### config.mk
export PLATFORM = sky130hd
export DESIGN_NAME = zx_paging_top
export DESIGN_NICKNAME = d
export VERILOG_FILES = /design/src/hdl/zx_pkg.sv /design/src/hdl/zx_paging_top.sv /design/src/hdl/pager.sv /design/src/hdl/zports.sv /design/src/hdl/zsignals.sv /design/src/hdl/resetter.sv
export SDC_FILE = /design/constraint.sdc
export NUM_CORES = 1
export LEC_CHECK = 0
export BUFFER_PORTS_ARGS = -buffer_cell sky130_fd_sc_hd__buf_4
export CORE_MARGIN = 5
export CORE_UTILIZATION = 40
export CTS_CLUSTER_DIAMETER = 40
export DETAILED_ROUTE_END_ITERATION = 6
export GPL_TIMING_DRIVEN = 0
export PLACE_DENSITY_LB_ADDON = 0.1
export SLEW_MARGIN = 20
export SYNTH_ARGS = -nofsm -noshare
export SYNTH_HDL_FRONTEND = slang
export SYNTH_HIERARCHICAL = 1
export SYNTH_SLANG_ARGS = --single-unit
### constraint.sdc
create_clock -name fclk -period 2.95 [get_ports fclk]
set_input_delay 0.1475 -clock fclk [delete_from_list [all_inputs] [get_ports fclk]]
set_output_delay 0.1475 -clock fclk [all_outputs]
set_load 0.02 [all_outputs]
### src/hdl/zx_pkg.sv
`default_nettype none

package zx_pkg;

	////////////////////////////////
	// bus geometry
	////////////////////////////////

	localparam int ADDR_WIDTH  = 16;
	localparam int DATA_WIDTH  = 8;
	localparam int NUM_WINDOWS = 4;

	// dram page number of one 16k window
	typedef logic [7:0] page_t;

	// cpu window, taken from a[15:14]
	typedef logic [1:0] window_t;

	// z80 strobes after inversion, active high
	typedef struct packed {
		logic iorq;
		logic mreq;
		logic rd;
		logic wr;
		logic m1;
	} zstrb_t;

	////////////////////////////////
	// port map
	////////////////////////////////

	localparam logic [7:0] PORT_LOW_AF     = 8'hAF;
	// #10AF..#13AF select windows 0..3
	localparam logic [7:0] PORT_XTPAGE_HI  = 8'h10;
	localparam logic [7:0] PORT_MEMCONF_HI = 8'h21;
	// border port, low byte only
	localparam logic [7:0] PORT_BORDER_LOW = 8'hFE;

	localparam int BEEP_BIT           = 4;
	localparam int MEMCONF_W0_RAM_BIT = 3;

	////////////////////////////////
	// reset values
	////////////////////////////////

	localparam page_t XTPAGE_RESET [NUM_WINDOWS] = '{8'h00, 8'h05, 8'h02, 8'h00};

	// rom in window 0
	localparam logic [7:0] MEMCONF_RESET = 8'h00;

	localparam int RST_CNT_SIZE = 6;

endpackage

`default_nettype wire
### src/hdl/zx_paging_top.sv
`timescale 1ns/1ps
`default_nettype none

module zx_paging_top (
	// clock and reset
	input  logic                          fclk,
	input  logic                          reset,

	// z80 bus
	input  logic                          iorq_n,
	input  logic                          mreq_n,
	input  logic                          rd_n,
	input  logic                          wr_n,
	input  logic                          m1_n,

	input  logic [zx_pkg::ADDR_WIDTH-1:0] a,
	input  logic [zx_pkg::DATA_WIDTH-1:0] d_in,

	output logic                          res,

	// memory paging
	output zx_pkg::page_t                 page,
	output logic                          csrom,

	// data bus drive
	output logic [zx_pkg::DATA_WIDTH-1:0] d_out,
	output logic                          d_ena,

	output logic                          beep
);

	import zx_pkg::*;

	logic                  mreq;
	logic                  iord;
	logic                  iowr_s;

	page_t                 xt_page [NUM_WINDOWS];
	logic [DATA_WIDTH-1:0] memconf;

	////////////////////////////////
	// reset
	////////////////////////////////

	resetter resetter (
		.fclk  (fclk),
		.reset (reset),
		.rst   (res)
	);

	////////////////////////////////
	// z80 strobes
	////////////////////////////////

	zsignals zsignals (
		.fclk   (fclk),
		.rst    (res),

		.iorq_n (iorq_n),
		.mreq_n (mreq_n),
		.rd_n   (rd_n),
		.wr_n   (wr_n),
		.m1_n   (m1_n),

		.mreq   (mreq),
		.iord   (iord),
		.iowr   (),
		.iowr_s (iowr_s)
	);

	////////////////////////////////
	// ports
	////////////////////////////////

	zports zports (
		.fclk    (fclk),
		.rst     (res),

		.a       (a),
		.d_in    (d_in),

		.iord    (iord),
		.iowr_s  (iowr_s),

		.xt_page (xt_page),
		.memconf (memconf),

		.d_out   (d_out),
		.d_ena   (d_ena),

		.beep    (beep)
	);

	////////////////////////////////
	// paging
	////////////////////////////////

	pager pager (
		.a       (a),
		.mreq    (mreq),

		.xt_page (xt_page),
		.memconf (memconf),

		.page    (page),
		.csrom   (csrom)
	);

endmodule

`default_nettype wire

### src/hdl/pager.sv
`timescale 1ns/1ps
`default_nettype none

module pager (
	input  logic [zx_pkg::ADDR_WIDTH-1:0] a,
	input  logic                          mreq,

	input  zx_pkg::page_t                 xt_page [zx_pkg::NUM_WINDOWS],
	input  logic [zx_pkg::DATA_WIDTH-1:0] memconf,

	output zx_pkg::page_t                 page,
	output logic                          csrom
);

	import zx_pkg::*;

	window_t win;
	logic    win0;
	logic    w0_ram;

	////////////////////////////////
	// window select
	////////////////////////////////

	// 16k windows, top two address bits
	assign win  = a[15:14];
	assign win0 = (win == 2'd0);

	// page comes from the window register in all cases,
	// in rom mode it selects the rom bank
	assign page = xt_page[win];

	////////////////////////////////
	// rom select
	////////////////////////////////

	assign w0_ram = memconf[MEMCONF_W0_RAM_BIT];

	assign csrom = mreq & win0 & ~w0_ram;

endmodule

`default_nettype wire

### src/hdl/zports.sv
`timescale 1ns/1ps
`default_nettype none

module zports (
	input  logic                          fclk,
	input  logic                          rst,

	input  logic [zx_pkg::ADDR_WIDTH-1:0] a,
	input  logic [zx_pkg::DATA_WIDTH-1:0] d_in,

	input  logic                          iord,
	input  logic                          iowr_s,

	output zx_pkg::page_t                 xt_page [zx_pkg::NUM_WINDOWS],
	output logic [zx_pkg::DATA_WIDTH-1:0] memconf,

	output logic [zx_pkg::DATA_WIDTH-1:0] d_out,
	output logic                          d_ena,

	output logic                          beep
);

	import zx_pkg::*;

	window_t               xt_sel;

	logic                  hit_xtpage;
	logic                  hit_memconf;
	logic                  hit_border;
	logic                  hit_read;

	logic                  rd_hit;
	logic [DATA_WIDTH-1:0] rd_mux;

	////////////////////////////////
	// address decode
	////////////////////////////////

	// page ports #10AF..#13AF, window number in a[9:8]
	assign xt_sel = a[9:8];

	assign hit_xtpage = (a[7:0] == PORT_LOW_AF) &&
		(a[15:10] == PORT_XTPAGE_HI[7:2]);

	assign hit_memconf = (a == {PORT_MEMCONF_HI, PORT_LOW_AF});

	// #FE answers on any high byte
	assign hit_border = (a[7:0] == PORT_BORDER_LOW);

	// ports that can be read back
	assign hit_read = hit_xtpage | hit_memconf;

	////////////////////////////////
	// registers
	////////////////////////////////

	// address and data are stable for the whole bus cycle
	always_ff @(posedge fclk) begin
		if (rst) begin
			xt_page <= XTPAGE_RESET;
			memconf <= MEMCONF_RESET;
			beep    <= 1'b0;
		end else if (iowr_s) begin
			if (hit_xtpage) begin
				xt_page[xt_sel] <= d_in;
			end

			if (hit_memconf) begin
				memconf <= d_in;
			end

			if (hit_border) begin
				beep <= d_in[BEEP_BIT];
			end
		end
	end

	////////////////////////////////
	// read back
	////////////////////////////////

	always_comb begin
		if (hit_memconf) begin
			rd_mux = memconf;
		end else begin
			rd_mux = xt_page[xt_sel];
		end
	end

	always_ff @(posedge fclk) begin
		d_out <= rd_mux;
	end

	always_ff @(posedge fclk) begin
		if (rst) begin
			rd_hit <= 1'b0;
		end else begin
			rd_hit <= iord & hit_read;
		end
	end

	// released together with iord, no trailing cycle on the bus
	assign d_ena = rd_hit & iord;

endmodule

`default_nettype wire

### src/hdl/zsignals.sv
`timescale 1ns/1ps
`default_nettype none

module zsignals (
	input  logic fclk,
	input  logic rst,

	input  logic iorq_n,
	input  logic mreq_n,
	input  logic rd_n,
	input  logic wr_n,
	input  logic m1_n,

	output logic mreq,
	output logic iord,
	output logic iowr,
	output logic iowr_s
);

	import zx_pkg::*;

	zstrb_t strb_in;
	zstrb_t strb_meta;
	zstrb_t strb_sync;

	logic   iowr_d;

	////////////////////////////////
	// synchronizers
	////////////////////////////////

	assign strb_in.iorq = ~iorq_n;
	assign strb_in.mreq = ~mreq_n;
	assign strb_in.rd   = ~rd_n;
	assign strb_in.wr   = ~wr_n;
	assign strb_in.m1   = ~m1_n;

	// two flops per strobe, cpu bus is asynchronous to fclk
	always_ff @(posedge fclk) begin
		if (rst) begin
			strb_meta <= '0;
			strb_sync <= '0;
		end else begin
			strb_meta <= strb_in;
			strb_sync <= strb_meta;
		end
	end

	////////////////////////////////
	// decoded levels
	////////////////////////////////

	assign mreq = strb_sync.mreq;

	// iorq together with m1 is an interrupt acknowledge
	assign iord = strb_sync.iorq & strb_sync.rd & ~strb_sync.m1;
	assign iowr = strb_sync.iorq & strb_sync.wr & ~strb_sync.m1;

	////////////////////////////////
	// write strobe
	////////////////////////////////

	// one pulse, one cycle after the synchronized rise
	always_ff @(posedge fclk) begin
		if (rst) begin
			iowr_d <= 1'b0;
			iowr_s <= 1'b0;
		end else begin
			iowr_d <= iowr;
			iowr_s <= iowr & ~iowr_d;
		end
	end

endmodule

`default_nettype wire

### src/hdl/resetter.sv
`timescale 1ns/1ps
`default_nettype none

module resetter #(
	parameter int CNT_SIZE = zx_pkg::RST_CNT_SIZE
) (
	input  logic fclk,
	input  logic reset,

	output logic rst
);

	import zx_pkg::*;

	logic [CNT_SIZE-1:0] rst_cnt;
	logic                rst_done;

	// counter restarts on every external reset pulse
	// and runs once to all ones
	always_ff @(posedge fclk) begin
		if (reset) begin
			rst_cnt  <= '0;
			rst_done <= 1'b0;
		end else if (!rst_done) begin
			rst_cnt <= rst_cnt + 1'b1;
			if (&rst_cnt) begin
				rst_done <= 1'b1;
			end
		end
	end

	// held for 2**CNT_SIZE cycles after reset falls
	assign rst = ~rst_done;

endmodule

`default_nettype wire

==> results.yml <==
outcome:
  status: "finished clean"
clock_tree:
  insertion_delay_ns: 0.34
  numCtsBuffers: 9
  cts_root_buf: "clkbuf_8"
  clk_path_buf_depth: 2
  postCtsSetupBuffers: 0
  clock-sinks: 69
  clkSlewWorstSetupHoldPaths_ns: 0.07
  ctsResizeCount: 0
  htreeDepth: 3
  cts_tree: "built"
  cts.hold.buffers_added: 5
placement:
  dpl.cell_count: 410
  place_congestion: 0.724
  portBuffers: 50
  place_hpwl_mm: 4.72
  placed_cell_area_sq_mm: 0.00361
timing:
  slew_violations: 0
  fin_crit_sh_pct: 57.1
  tightest_slew_ns: 0.782
  timing.fmax_ghz: 0.593
  finalSetupViolCount: 0
  slew_headroom_pct: 47.9
  rsz0062_at_grt: "false"
  fin_setup_tns_ns: 0
  final-hold-violation-count: 0
  fin_skew_ns: 0.00846
  fin_crit_ns: 1.69
global_route:
  antenna_found_initial: 0
  grt_max_degree: 14
  grt_pass1_vias: 2269
  grt_util_met3_pct: 5.21
  grt_usage_pct: 15.8
  grt_pass1_wl_mm: 11.6
  top_usage_layer: "met2"
  use_met2_pct: 26.3
  use_met1_pct: 19.2
  grt_overflow_total: 0
detailed_routing:
  viasPerCell: 4.92
  drt_iter0_markers: 77
  wl_per_cell_microns: 16.4
  drt-pass1-iter-count: 4
  num_vias: 2120
  wirelength_mm: 7.07
  drc: 0
  ant_nets: 0
final_layout:
  fillers: 736
  diodes: 0
  drive_gt1_share_pct: 31.9
  layout-area-overhead-vs-synth_pct: 23.5
  final_util_pct: 50.1
  finalInstanceArea_sq_mm: 0.00383
  stdcell_count: 431
  fin_nets: 356
synth:
  syn_avg_cell_area_sq_um: 12.0
  netlist_area_sq_mm: 0.00310
  yosys_warnings: 6
  syn-num-nets: 290
  synthCells: 258
floorplanning:
  die_w_microns: 98.1
  dieArea_sq_mm: 0.00962
  ios: 51
  die_height_microns: 98.1
  start_util_pct: 40.6
  rows: 32
  core_area_sq_mm: 0.00765
worst_setup_path:
  critPathMaxFanout: 13
  worst_ep_arrival_time_ns: 1.89
  cp-start-kind: "register"
  cp-end-kind: "register"
  critPathKind: "register to register"
  cp.required_ns: 3.15
  ff2ff_path_depth: 4
flow_run:
  max_cap_violations: 0
worst_hold_path:
  hold_class: "input pin to register"
  whs_path_depth: 2
power:
  powerDensity_mw_per_mm2: 452
  leakagePower_nw: 1.73
  p_total_mw: 1.73
  vdd_drop_max_mv: 0.213
routing by layer:
| layer | up-vias | wire, microns |
|---|---|---|
| li1 | 1045 | - |
| met1 | 1017 | 3100 |
| met2 | 49 | 3470 |
| met3 | 9 | 381 |
| met4 | 0 | 113 |
| met5 | - | 0 |
final timing paths:
kind | startpoint | to | slack [ns]
setup / recovery | resetter/rst_done$_SDFF_PP0_ | zports/xt_page[10]$_SDFFE_PP0P_ | 1.26
hold / removal | reset | resetter/rst_cnt[5]$_SDFFE_PP0N_ | 0.02
setup reg to reg | resetter/rst_done$_SDFF_PP0_ | zports/xt_page[10]$_SDFFE_PP0P_ | 1.26
hold reg to reg | zsignals/iowr_d$_SDFF_PP0_ | zsignals/iowr_s$_SDFF_PP0_ | 0.40
flip-flops by register name, indices dropped and copies added (netlist names):
register,count
zsignals/iowr_s,1
resetter/rst_done,1
zports/xt_page,32
resetter/rst_cnt,6
zports/d_out,8
zsignals/iowr_d,1
zsignals/strb_sync,4
zports/beep,1
zsignals/mreq,1
zports/rd_hit,1
zports/memconf,8
zsignals/strb_meta,5
through the flow:
stage	setup slack (ns)	hold WS (ns)
after global placement	1.14	0.299
after CTS	1.23	0.0000942
final	1.26	0.0221
after global routing	1.13	0.0153
after floorplan	1.51	0.214
after detailed placement	1.12	0.301
critical path, cell delays in order, from the launching register on:
cell,delay [ns]
dfxtp_1,0.37
inv_1,0.35
clkbuf_1,0.46
nand2b_1,0.27
mux2i_1,0.10
final cells by class:
type                            instances  area (sq um)  area share (%)
Buffer                                 12          73.8            1.93
Clock buffer                           12           155            4.05
Clock inverter                          4          22.5           0.587
Inverter                                2          7.51           0.196
Multi-Input combinational cell        175          1640            42.8
Sequential cell                        69          1380            36.0
Tap cell                              102           128            3.33
Timing Repair Buffer                   55           425            11.1
layout by cell type (no fill, tap or decap), types with 2 or more instances in the layout:
cell type,instances
or3_1,2
mux2_2,5
buf_6,3
nor2b_1,6
inv_1,2
buf_4,51
nand3_1,2
nor2_1,20
nand3_2,2
dfxtp_1,69
nor3_4,2
mux2_1,3
dlygate4sd3_1,5
buf_2,2
xor2_1,3
clkbuf_8,11
nand4_2,2
nor3b_1,2
clkbuf_1,7
mux4_2,16
mux2i_1,42
nand2b_1,45
clkinv_2,3
power by group:
group          internal [mW]  total, mW  switching (mW)
sequential             0.937      0.943         0.00567
combinational         0.0588      0.103          0.0443
clock                  0.347      0.686           0.340
total                   1.34       1.73           0.390
Power figures use the tool's default switching activity.
